**src/hw/pe_cfg_pkg.sv**
```systemverilog
package pe_cfg_pkg;

  // 4-way groups, four levels deep
  localparam int GROUP_W = 4;
  localparam int LEVELS  = 4;
  localparam int REQ_W   = GROUP_W ** LEVELS;
  localparam int IDX_W   = $clog2(REQ_W);

  // groups per tree level, leaf level first
  localparam int GROUPS_L0 = REQ_W / GROUP_W;
  localparam int GROUPS_L1 = GROUPS_L0 / GROUP_W;
  localparam int GROUPS_L2 = GROUPS_L1 / GROUP_W;
  localparam int GROUPS_L3 = GROUPS_L2 / GROUP_W;

  // request bus split into words
  localparam int WORD_W  = 32;
  localparam int N_WORDS = REQ_W / WORD_W;

endpackage

```
**src/hw/pe_types_pkg.sv**
```systemverilog
package pe_types_pkg;

  // raw request lines, bit n is request n
  typedef logic [pe_cfg_pkg::N_WORDS-1:0][pe_cfg_pkg::WORD_W-1:0] req_vec_t;

  // one-hot winner, same layout as the request vector
  typedef logic [pe_cfg_pkg::N_WORDS-1:0][pe_cfg_pkg::WORD_W-1:0] grant_vec_t;

  // encoder output
  typedef struct packed {
    logic                         valid;
    logic [pe_cfg_pkg::IDX_W-1:0] index;
  } pe_result_t;

  // valid low always comes with index zero
  localparam pe_result_t RESULT_IDLE = '{valid: 1'b0, index: '0};

endpackage

```
**src/hw/pe_req_capture.sv**
```systemverilog
module pe_req_capture (
  input  logic                  clk,
  input  logic                  reset,
  input  pe_types_pkg::req_vec_t request,
  output pe_types_pkg::req_vec_t captured
);

  pe_types_pkg::req_vec_t req_q;

  // launch register for the tree path
  always_ff @(posedge clk) begin
    if (reset) begin
      req_q <= '0;
    end else begin
      req_q <= request;
    end
  end

  assign captured = req_q;

endmodule

```
**src/hw/pe_group_level.sv**
```systemverilog
module pe_group_level #(
  parameter int N_GROUPS = 1
) (
  input  logic [N_GROUPS*pe_cfg_pkg::GROUP_W-1:0] req,
  output logic [N_GROUPS*pe_cfg_pkg::GROUP_W-1:0] grant,
  output logic [N_GROUPS-1:0]                     group_any
);

  for (genvar g = 0; g < N_GROUPS; g++) begin : g_group
    logic [pe_cfg_pkg::GROUP_W-1:0] grp_req;
    logic [pe_cfg_pkg::GROUP_W-1:0] grp_grant;

    assign grp_req = req[g*pe_cfg_pkg::GROUP_W +: pe_cfg_pkg::GROUP_W];

    // highest-numbered set input wins
    always_comb begin
      grp_grant = '0;
      for (int b = 0; b < pe_cfg_pkg::GROUP_W; b++) begin
        if (grp_req[b]) begin
          grp_grant    = '0;
          grp_grant[b] = 1'b1;
        end
      end
    end

    assign grant[g*pe_cfg_pkg::GROUP_W +: pe_cfg_pkg::GROUP_W] = grp_grant;

    // feeds the next level up
    assign group_any[g] = |grp_req;
  end

endmodule

```
**src/hw/pe_priority_tree.sv**
```systemverilog
module pe_priority_tree (
  input  pe_types_pkg::req_vec_t   req,
  output pe_types_pkg::grant_vec_t grant,
  output logic                     any_set
);

  // raw per-level grants, one-hot inside each group only
  logic [pe_cfg_pkg::REQ_W-1:0]     grant_l0;
  logic [pe_cfg_pkg::GROUPS_L0-1:0] grant_l1;
  logic [pe_cfg_pkg::GROUPS_L1-1:0] grant_l2;
  logic [pe_cfg_pkg::GROUPS_L2-1:0] grant_l3;

  // group OR outputs, each one the next level's requests
  logic [pe_cfg_pkg::GROUPS_L0-1:0] any_l0;
  logic [pe_cfg_pkg::GROUPS_L1-1:0] any_l1;
  logic [pe_cfg_pkg::GROUPS_L2-1:0] any_l2;
  logic [pe_cfg_pkg::GROUPS_L3-1:0] any_l3;

  // grants after masking by the parent group
  logic [pe_cfg_pkg::GROUPS_L1-1:0] mask_l2;
  logic [pe_cfg_pkg::GROUPS_L0-1:0] mask_l1;
  logic [pe_cfg_pkg::REQ_W-1:0]     mask_l0;

  pe_group_level #(.N_GROUPS(pe_cfg_pkg::GROUPS_L0)) u_level0 (
    .req      (req),
    .grant    (grant_l0),
    .group_any(any_l0)
  );

  pe_group_level #(.N_GROUPS(pe_cfg_pkg::GROUPS_L1)) u_level1 (
    .req      (any_l0),
    .grant    (grant_l1),
    .group_any(any_l1)
  );

  pe_group_level #(.N_GROUPS(pe_cfg_pkg::GROUPS_L2)) u_level2 (
    .req      (any_l1),
    .grant    (grant_l2),
    .group_any(any_l2)
  );

  pe_group_level #(.N_GROUPS(pe_cfg_pkg::GROUPS_L3)) u_level3 (
    .req      (any_l2),
    .grant    (grant_l3),
    .group_any(any_l3)
  );

  // top down, a bit survives only if its parent group won
  always_comb begin
    for (int k = 0; k < pe_cfg_pkg::GROUPS_L1; k++) begin
      mask_l2[k] = grant_l2[k] & grant_l3[k / pe_cfg_pkg::GROUP_W];
    end
    for (int k = 0; k < pe_cfg_pkg::GROUPS_L0; k++) begin
      mask_l1[k] = grant_l1[k] & mask_l2[k / pe_cfg_pkg::GROUP_W];
    end
    for (int k = 0; k < pe_cfg_pkg::REQ_W; k++) begin
      mask_l0[k] = grant_l0[k] & mask_l1[k / pe_cfg_pkg::GROUP_W];
    end
  end

  assign grant   = mask_l0;
  assign any_set = any_l3[0];

endmodule

```
**src/hw/pe_index_encoder.sv**
```systemverilog
module pe_index_encoder (
  input  logic                     clk,
  input  logic                     reset,
  input  pe_types_pkg::grant_vec_t grant,
  input  logic                     any_set,
  output pe_types_pkg::pe_result_t result
);

  logic [pe_cfg_pkg::REQ_W-1:0] grant_flat;
  logic [pe_cfg_pkg::IDX_W-1:0] idx_next;
  pe_types_pkg::pe_result_t     result_q;

  assign grant_flat = grant;

  // grant is one-hot, so OR-ing the positions is enough
  always_comb begin
    idx_next = '0;
    for (int i = 0; i < pe_cfg_pkg::REQ_W; i++) begin
      if (grant_flat[i]) begin
        idx_next = idx_next | pe_cfg_pkg::IDX_W'(i);
      end
    end
  end

  always_ff @(posedge clk) begin
    if (reset) begin
      result_q <= pe_types_pkg::RESULT_IDLE;
    end else begin
      result_q.valid <= any_set;
      result_q.index <= idx_next;
    end
  end

  assign result = result_q;

endmodule

```
**src/hw/pe_256.sv**
```systemverilog
module pe_256 (
  input  logic                     clk,
  input  logic                     reset,
  input  pe_types_pkg::req_vec_t   request,
  output pe_types_pkg::pe_result_t result
);

  pe_types_pkg::req_vec_t   captured;
  pe_types_pkg::grant_vec_t grant;
  logic                     any_set;

  // edge 1
  pe_req_capture u_capture (
    .clk     (clk),
    .reset   (reset),
    .request (request),
    .captured(captured)
  );

  // combinational tree between the two registers
  pe_priority_tree u_tree (
    .req    (captured),
    .grant  (grant),
    .any_set(any_set)
  );

  // edge 2
  pe_index_encoder u_encoder (
    .clk    (clk),
    .reset  (reset),
    .grant  (grant),
    .any_set(any_set),
    .result (result)
  );

endmodule

```
**config.mk**
```make
export PLATFORM = sky130hd
export DESIGN_NAME = pe_256
export DESIGN_NICKNAME = d
export VERILOG_FILES = /design/src/hw/pe_cfg_pkg.sv /design/src/hw/pe_types_pkg.sv /design/src/hw/pe_req_capture.sv /design/src/hw/pe_group_level.sv /design/src/hw/pe_priority_tree.sv /design/src/hw/pe_index_encoder.sv /design/src/hw/pe_256.sv
export SDC_FILE = /design/constraint.sdc
export NUM_CORES = 1
export LEC_CHECK = 0
export BUFFER_PORTS_ARGS = -buffer_cell sky130_fd_sc_hd__buf_4
export CAP_MARGIN = 10
export CELL_PAD_IN_SITES_DETAIL_PLACEMENT = 0
export CELL_PAD_IN_SITES_GLOBAL_PLACEMENT = 1
export CORE_ASPECT_RATIO = 1.2
export CORE_MARGIN = 4
export CORE_UTILIZATION = 40
export DETAILED_ROUTE_END_ITERATION = 10
export GPL_TIMING_DRIVEN = 1
export PLACE_DENSITY = 0.79
export SLEW_MARGIN = 20
export SYNTH_ARGS = -nofsm -noshare
export SYNTH_HDL_FRONTEND = slang
export SYNTH_SLANG_ARGS = --single-unit
```
**constraint.sdc**
```tcl
create_clock -name clk -period 3.73 [get_ports clk]
set_input_delay 0.373 -clock clk [delete_from_list [all_inputs] [get_ports clk]]
set_output_delay 0.373 -clock clk [all_outputs]
set_load 0.03 [all_outputs]
```
Word-level counts from Yosys, hierarchy flattened
Cells that the tools add are included.
W data, S select, Z words.
{"block": "word_totals", "ff_bits": 265, "latchBits": 0, "ram_bits": 0, "rom_bits": 0, "mem_count": 0}
{"block": "op_classes", "add_sub_neg": 0, "mul": 0, "div": 0, "n_lt_le_gt_ge": 0, "n_eq_ne": 0, "shift": 0, "mux": 595, "n_bitwise": 335, "reduce_logical": 85}
{"cell": "$mux W4", "n": 263}
{"cell": "$mux W8", "n": 128}
{"cell": "$mux W7", "n": 64}
{"cell": "$and A1 B1 Y1", "n": 335}
{"cell": "$reduce_or A16 Y1", "n": 16}
{"cell": "$reduce_or A256 Y1", "n": 1}
{"cell": "$reduce_or A4 Y1", "n": 64}
{"cell": "$reduce_or A64 Y1", "n": 4}
{"cell": "$mux W6", "n": 32}
{"cell": "$mux W1", "n": 86}
{"cell": "$mux W5", "n": 16}
{"cell": "$mux W3", "n": 4}
{"cell": "$mux W2", "n": 2}

Logic depth before layout (Yosys ltp)
Gate-level depths: netlist of run 1.
{"block": "depth", "word_depth": 263, "depth_mapped": 12, "ltp_nobuf": 8}

By module
Synthesis of run 1 repeated with hierarchy kept, for this count alone.
{"block": "unflattened", "hier_cells": 1487, "hier_area_um2": 14178.6}
{"mod": "pe_req_capture", "n_inst": 1, "cells_each": 540, "area_per_inst_um2": 6864.1, "seq_area_each_um2": 5124.9}
{"mod": "pe_priority_tree", "n_inst": 1, "cells_each": 300, "area_per_inst_um2": 2682.6, "seq_area_each_um2": 0.0}
{"mod": "pe_group_level (u_tree.u_level0)", "n_inst": 1, "cells_each": 320, "area_per_inst_um2": 2422.3, "seq_area_each_um2": 0.0}
{"mod": "pe_index_encoder", "n_inst": 1, "cells_each": 222, "area_per_inst_um2": 1408.9, "seq_area_each_um2": 180.2}
{"mod": "pe_group_level (u_tree.u_level1)", "n_inst": 1, "cells_each": 80, "area_per_inst_um2": 608.1, "seq_area_each_um2": 0.0}
{"mod": "pe_group_level (u_tree.u_level2)", "n_inst": 1, "cells_each": 20, "area_per_inst_um2": 155.1, "seq_area_each_um2": 0.0}
{"mod": "pe_group_level (u_tree.u_level3)", "n_inst": 1, "cells_each": 5, "area_per_inst_um2": 37.5, "seq_area_each_um2": 0.0}

Least setup slack after synthesis of run 1
OpenSTA, ideal clock, no wires.
{"block": "synth_timing", "path_kind": "flip-flop to flip-flop", "startpoint": "register u_capture.req_q (netlist bit u_capture.captured[173])", "endpoint": "register u_encoder.result_q (netlist bit u_encoder.result[0])", "setup_ns": 0.077, "arrival_ns": 2.907, "required_ns": 3.653, "slack_ns": 0.746, "path_stages_with_launch": 11, "path_buffers": 2, "synth_period_minus_slack_ns": 2.984, "path_cell_list": "dfxtp_1 or4_4 nand4b_4 or4_1 buf_2 or4b_4 buf_6 nor3_1 nor4_1 and3_1 a41oi_2"}
{"block": "synth_via", "elab_chain_cells": 261, "elab_cells_between_ends": 474}
{"item": "start, declared", "line_no": "pe_req_capture.sv:8", "source": "pe_types_pkg::req_vec_t req_q;"}
{"item": "start signal, assigned", "line_no": "pe_req_capture.sv:15", "source": "req_q <= request;"}
{"item": "$reduce_or A64 Y1", "line_no": "pe_group_level.sv:29", "source": "assign group_any[g] = |grp_req;"}
{"item": "$mux W4 (2 in a row)", "line_no": "pe_group_level.sv:19", "source": "if (grp_req[b]) begin"}
{"item": "$and A1 B1 Y1", "line_no": "pe_priority_tree.sv:51", "source": "mask_l2[k] = grant_l2[k] & grant_l3[k / pe_cfg_pkg::GROUP_W];"}
{"item": "$and A1 B1 Y1", "line_no": "pe_priority_tree.sv:54", "source": "mask_l1[k] = grant_l1[k] & mask_l2[k / pe_cfg_pkg::GROUP_W];"}
{"item": "$and A1 B1 Y1", "line_no": "pe_priority_tree.sv:57", "source": "mask_l0[k] = grant_l0[k] & mask_l1[k / pe_cfg_pkg::GROUP_W];"}
{"item": "$mux W1", "line_no": "pe_index_encoder.sv:19", "source": "if (grant_flat[i]) begin"}
{"item": "$mux W2 (2 in a row)", "line_no": "pe_index_encoder.sv:19"}
{"item": "$mux W3 (4 in a row)", "line_no": "pe_index_encoder.sv:19"}
{"item": "$mux W4 (8 in a row)", "line_no": "pe_index_encoder.sv:19"}
{"item": "$mux W5 (16 in a row)", "line_no": "pe_index_encoder.sv:19"}
{"item": "$mux W6 (32 in a row)", "line_no": "pe_index_encoder.sv:19"}
{"item": "$mux W7 (64 in a row)", "line_no": "pe_index_encoder.sv:19"}
{"item": "$mux W8 (127 in a row)", "line_no": "pe_index_encoder.sv:19"}
{"item": "$mux W8 *", "line_no": "pe_index_encoder.sv:19"}
{"item": "end signal, assigned", "line_no": "pe_index_encoder.sv:27", "source": "result_q <= pe_types_pkg::RESULT_IDLE;"}
{"item": "end, declared", "line_no": "pe_index_encoder.sv:11", "source": "pe_types_pkg::pe_result_t result_q;"}
Every way passes the cells marked *; elsewhere a longest branch is shown, timed or not.
A chain may end at the register's enable or synchronous reset.

Worst setup path in the final report of run 1
{"block": "layout_timing", "startpoint": "register u_capture.req_q (netlist bit u_capture.captured[193])", "endpoint": "register u_encoder.result_q (netlist bit u_encoder.result[0])"}
{"block": "layout_via", "elab_chain_cells": 260, "elab_cells_between_ends": 478}
{"item": "$reduce_or A64 Y1", "line_no": "pe_group_level.sv:29"}
{"item": "$mux W4", "line_no": "pe_group_level.sv:19"}
{"item": "$and A1 B1 Y1", "line_no": "pe_priority_tree.sv:51"}
{"item": "$and A1 B1 Y1", "line_no": "pe_priority_tree.sv:54"}
{"item": "$and A1 B1 Y1", "line_no": "pe_priority_tree.sv:57"}
{"item": "$mux W1", "line_no": "pe_index_encoder.sv:19"}
{"item": "$mux W2 (2 in a row)", "line_no": "pe_index_encoder.sv:19"}
{"item": "$mux W3 (4 in a row)", "line_no": "pe_index_encoder.sv:19"}
{"item": "$mux W4 (8 in a row)", "line_no": "pe_index_encoder.sv:19"}
{"item": "$mux W5 (16 in a row)", "line_no": "pe_index_encoder.sv:19"}
{"item": "$mux W6 (32 in a row)", "line_no": "pe_index_encoder.sv:19"}
{"item": "$mux W7 (64 in a row)", "line_no": "pe_index_encoder.sv:19"}
{"item": "$mux W8 (127 in a row)", "line_no": "pe_index_encoder.sv:19"}
{"item": "$mux W8 *", "line_no": "pe_index_encoder.sv:19"}
Marks and branches as above.

==> flow_metrics.py, run 1 <==
metrics = {
    "global_routing": {
        "grt_first_pass_wirelength_um": 55200,
        "grt_pass1_vias": 9993,
        "grt_max_degree": 91,
        "grt_overflow": 0,
        "grtUsageTotal_pct": 23.9,
        "antenna_found_initial": 0,
    },
    "floorplan": {
        "floorplan.die_area_um2": 29500,
        "core_um2": 26400,
        "die_height_um": 187,
        "rows": 65,
        "io_pins": 267,
        "start_util_pct": 40.7,
        "die_x_um": 157,
    },
    "synth": {
        "ys.flop_type": "dfxtp_1",
        "synth_edf_count": 0,
        "ys_ff_latch": 265,
        "synth_area_leader_cell": "dfxtp_1",
        "synth_area_leaders": "dfxtp_1 50%, nor2b_1 16%, nor4_1 4.3%",
        "yosysWarnings": 0,
        "avgSynthCellArea_um2": 9.10,
        "synth_cells": 1177,
        "synth_top_area_share_pct": 49.5,
        "syn_nets": 1435,
        "syn-cell-area_um2": 10700,
        "synth-seq-area-share_pct": 49.5,
        "async_flop_share_pct": 0,
        "ys_types": 70,
    },
    "clocking": {
        "cts_root_buf": "clkbuf_16",
        "numCtsBuffers": 27,
        "cts_buffer_depth": 3,
        "post_cts_buffers": 0,
        "cts_resized": 0,
        "cts_max_level": 1,
        "clk_pin_slew_ns": 0.06,
        "holdBufCountCts": 0,
        "clock_sinks": 265,
        "cts_tree": "yes",
        "clock_latency_ns": 0.54,
    },
    "drt": {
        "first_pass_iters": 5,
        "first_iter_violations": 517,
        "routed_via_density": 5.29,
        "drt-total-wl_um": 36400,
        "detail-route-antenna-nets": 0,
        "avgRoutedWirePerCell_um": 19.8,
        "via_count": 9751,
        "drc": 0,
    },
    "final_layout": {
        "drive_gt1_share_pct": 26.1,
        "postLayoutCellArea_um2": 14300,
        "nNetsFinal": 1750,
        "syn2layout_area_growth_pct": 33.3,
        "n_antenna_cell": 0,
        "fin_util_pct": 54.2,
    },
    "placed_design": {
        "place_hpwl_um": 29800,
        "gp_congestion": 0.890,
        "dpl_cell_area_um2": 13500,
        "io_buffers": 266,
    },
    "timing": {
        "slew_violations": 0,
        "finalCritPeriodShare_pct": 97.1,
        "tns_ns": 0,
        "tightest_slew_ns": 0.806,
        "finalClockSkew_ns": 0.0254,
        "clock.fmax_mhz": 276,
        "fin_crit_ns": 3.62,
        "hold_viol": 0,
        "rsz0062_at_grt": "false",
        "slew_headroom_pct": 44.9,
        "setup_violations": 0,
    },
    "power_and_ir_drop": {
        "power_density_nw_per_um2": 444,
        "peakVddDrop_mv": 0.262,
        "p_leak_nw": 5.72,
    },
    "job": {
        "drv_cap": 0,
    },
    "hold_path": {
        "hold_path_class": "primary input to flop",
    },
    "critical_path": {
        "worstPathRequired_ns": 4.18,
        "path_class": "flop to flop",
        "worstPathArrival_ns": 4.08,
        "end_kind": "flop",
        "cp-start-kind": "flop",
        "cp_max_fo": 15,
    },
    "status": {
        "status": "completed",
    },
}
-- final cells by class --
type / instances / area (µm²)
fill: 2472 / 12100
timing repair buffer: 329 / 2500
inverter: 34 / 128
sequential: 265 / 5310
tap: 335 / 419
clock buffer: 35 / 746
multi-input combinational: 835 / 5110
clock inverter: 12 / 78.8
-- per-layer routing --
| layer | track usage [%] | up-vias | share of wire [%] |
|---|---|---|---|
| met3 | 4.74 | 49 | 6.6 |
| met5 | 0 | - | 0 |
| met1 | 29.3 | 4553 | 40 |
| met2 | 43.0 | 289 | 51 |
| li1 | - | 4860 | - |
| met4 | 5.43 | 0 | 2.0 |
-- power by group --
group          total (mW)  switching (mW)  leakage, nW  internal, mW
logic               0.738           0.339         3.11         0.399
clock network        2.50            1.09        0.404          1.41
registers            3.10           0.113         2.21          2.99
total                6.34            1.54         5.72          4.80
-- worst max-delay path, stage by stage (launching register included) --
cell and delay (ns):
dfxtp_1 0.31, or4_1 0.58, nor4_1 0.46, buf_4 0.21, nand4_2 0.45, or4b_4 0.82, o22ai_1 0.35, a21oi_1 0.17
a41oi_2 0.18
-- placed cells by master, fill, tap and decap left out, drive strengths merged, types with 3 or more instances in the layout --
cell type	count
buf	329
nor2b	271
dfxtp	265
nor2	83
nor4	82
a21oi	56
nand2	52
nor3	37
inv	37
clkbuf	35
o21ai	30
or4	28
nand4	27
nand3	18
a31oi	14
and4	8
nor4b	8
o31ai	8
o32ai	7
o211ai	7
a211oi	7
a41oi	7
or3	7
nand2b	6
clkinv	6
o22ai	5
a32oi	4
a2111oi	4
o221ai	4
and2	3
a311oi	3
o21bai	3
o2111ai	3
o41ai	3
a211o	3
nand3b	3
clkinvlp	3
or2	3
nand4b	3
-- sequential cells by signal (all words and copies together), names as in the netlist --
register and cells:
u_capture.captured 256, u_encoder.result 9
-- synth_stat cells (7+ instances only) --
master	n
nor2b_1	271
dfxtp_1	265
nor2_1	83
nor4_1	74
a21oi_1	56
nand2_1	52
clkbuf_1	37
nor3_1	36
inv_1	34
o21ai_0	30
or4_1	27
nand4_1	26
nand3_1	18
a31oi_1	14
and4_1	8
nor4_2	8
nor4b_1	8
o31ai_1	8
a211oi_1	7
o211ai_1	7
o32ai_1	7
-- kinds of logic after synthesis --
family	after synthesis	share of synthesized area [%]
compound gates	188	11.8
buf+inv	77	2.80
flops	265	49.5
simple gates	647	35.8
-- metrics by stage --
stage / std cells / hold WS [ns] / power (mW) / setup slack, ns
4_1_cts: 1845 / 0.0204 / 6.40 / 0.177
3_3_place_gp: 1798 / 0.586 / 3.90 / 0.136
6_report: 1845 / 0.0422 / 6.34 / 0.107
3_5_place_dp: 1798 / 0.587 / 3.90 / 0.210
2_1_floorplan: 1177 / 0.501 / 3.49 / 0.746
5_1_grt: 1845 / 0.0298 / 6.60 / 0.0618
-- final timing paths --
kind	startpoint	end	slack [ns]	depth (start not counted)
min	request[30]	u_capture.captured[30]	0.04	2
max reg2reg	u_capture.captured[193]	u_encoder.result[0]	0.11	8
min reg2reg	u_capture.captured[160]	u_encoder.result[5]	0.66	2
max	u_capture.captured[193]	u_encoder.result[0]	0.11	8
Power figures use the tool's default switching activity.
==> inputs of run 2 (changes only) <==
Settings changed: CORE_ASPECT_RATIO 1.2 to unset, CTS_CLUSTER_SIZE set to 20, SETUP_SLACK_MARGIN set to 0.3.
==> run 2 against run 1 <==
Net effect:
- utilization increased by 0.57 points
- global-route usage decreased by 0.43 points
- cell count decreased by 0.54%
- count of clock-buffer cells in the layout unchanged
- sequential power about the same
- sequential share of layout area decreased by 0.18 points
- total power increased by 5.1%
- non-clock buffer count decreased by 13
- via count increased by 0.82%
- sequential cell count unchanged
- critical path depth unchanged
==> flow_metrics.py, run 2 (synthesis gave the netlist of run 1 again) <==
metrics = {
    "timing": {
        "rsz0062_at_grt": "false",
        "slew_headroom_pct": 40.7,
        "slew_violations": 0,
        "fin_crit_ns": 3.38,
        "finalCritPeriodShare_pct": 90.5,
        "finalClockSkew_ns": 0.0142,
        "setup_violations": 0,
        "hold_viol": 0,
        "clock.fmax_mhz": 296,
        "tns_ns": 0,
        "tightest_slew_ns": 0.881,
    },
    "final_layout": {
        "nNetsFinal": 1737,
        "multi_input_area_um2": 5160,
        "seqCellArea_um2": 5310,
        "mostFrequentLayoutCell": "buf_4",
        "largest_reg_flops": 256,
        "drive_gt1_share_pct": 26.0,
        "mostFrequentLayoutCells": "314 x buf_4, 271 x nor2b_1, 265 x dfxtp_1, 83 x nor2_1, 72 x nor4_1",
        "syn2layout_area_growth_pct": 34.0,
        "fillers": 2428,
    },
    "drt": {
        "avgRoutedWirePerCell_um": 19.6,
        "routed_via_density": 5.36,
        "drt-total-wl_um": 36000,
        "first_pass_iters": 5,
        "drc": 0,
        "detail-route-antenna-nets": 0,
        "first_iter_violations": 616,
        "via_count": 9831,
    },
    "critical_path": {
        "slowest_stage": "or4_4",
        "cp_max_fo": 11,
        "worstPathArrival_ns": 3.83,
        "cp_top_family": "simple AND/OR/NAND/NOR gates",
        "path_class": "flop to flop",
        "end_kind": "flop",
        "cp-start-kind": "flop",
        "path_buf_inv": 0,
        "slowest_delay_ns": 0.68,
        "worstPathRequired_ns": 4.19,
        "path_cells": "nor4_2, nand4b_4, or4_4, or4b_4, nor3_1, nor4_1, and3_1, a41oi_2",
    },
    "status": {
        "status": "completed",
    },
    "global_routing": {
        "grt_overflow": 0,
        "grtUsageTotal_pct": 23.5,
        "grt_max_degree": 107,
        "grt_first_pass_wirelength_um": 54300,
        "antenna_found_initial": 1,
        "grt_pass1_vias": 9914,
    },
    "clocking": {
        "cts_max_level": 1,
        "cts_buffer_depth": 3,
        "cts_root_buf": "clkbuf_16",
        "holdBufCountCts": 0,
        "cts_tree": "yes",
        "clk_pin_slew_ns": 0.06,
        "numCtsBuffers": 27,
        "clock_sinks": 265,
        "clock_latency_ns": 0.53,
    },
    "hold_path": {
        "hold_path_class": "primary input to flop",
    },
    "power_and_ir_drop": {
        "power_mw": 6.66,
        "p_leak_nw": 5.73,
        "power_density_nw_per_um2": 464,
        "peakVddDrop_mv": 0.286,
    },
    "floorplan": {
        "die_height_um": 172,
        "core_um2": 26200,
        "rows": 59,
        "start_util_pct": 40.9,
        "die_x_um": 172,
        "floorplan.die_area_um2": 29500,
        "io_pins": 267,
    },
    "job": {
        "drv_cap": 0,
    },
    "placed_design": {
        "io_buffers": 266,
        "gp_congestion": 0.968,
        "place_hpwl_um": 28600,
    },
}
run 2: changes by cell type in the layout (fill, tap and decap cells not counted), sizes merged:
cell,before,now
clkbuf,35,36
clkinvlp,3,4
inv,37,34
bufinv,0,4
buf,329,315
diode,0,1
run 2: area by class of cell:
cell class,instances,area share [%]
Timing Repair Buffer,316,16.7
Inverter,34,0.889
Sequential cell,265,37.0
Clock inverter,14,1.28
Tap cell,335,2.92
Antenna cell,1,0.0174
Clock buffer,35,5.33
Multi-Input combinational cell,835,35.9
run 2: final timing paths:
path,startpoint,to,slack [ns],cells past startpoint
max,u_capture.captured[165],u_encoder.result[0],0.35,8
min reg2reg,u_capture.captured[0],u_encoder.result[8],0.70,3
min,request[215],u_capture.captured[215],0.05,2
max reg2reg,u_capture.captured[165],u_encoder.result[0],0.35,8
run 2: what timing repair did:
item                                    CTS  global route
pin swaps                                 0             2
endpoints found under the hold margin     0             0
resized for setup                         3             6
setup buffers                             0             1
endpoints found under the setup margin    4             4
run 2: metrics by stage:
stage                     cell area [µm²]  hold slack, ns  worst slack [ns]  util [%]  cells
final                               14400          0.0505             0.353      54.8   1835
after global routing                14400          0.0381             0.303      54.8   1835
after CTS                           14300          0.0316             0.401      54.6   1833
after detailed placement            13300           0.587             0.205      50.9   1784
after global placement              13300           0.585             0.317      50.9   1784
after floorplan                     10700           0.501             0.746         -   1177
run 2: metal layers:
layer  GRT usage [%]  vias up  share of wire (%)
met5               0        -                  0
met4            7.58        0                3.3
met3            3.70       59                5.9
met2            37.6      322                 45
met1            32.6     4610                 46
li1                -     4840                  -
run 2: report_power, final:
part / switching, mW / leakage (nW) / internal, mW
clock: 1.11 / 0.459 / 1.72
sequential: 0.119 / 2.21 / 2.99
combinational: 0.331 / 3.06 / 0.391
total: 1.56 / 5.73 / 5.10
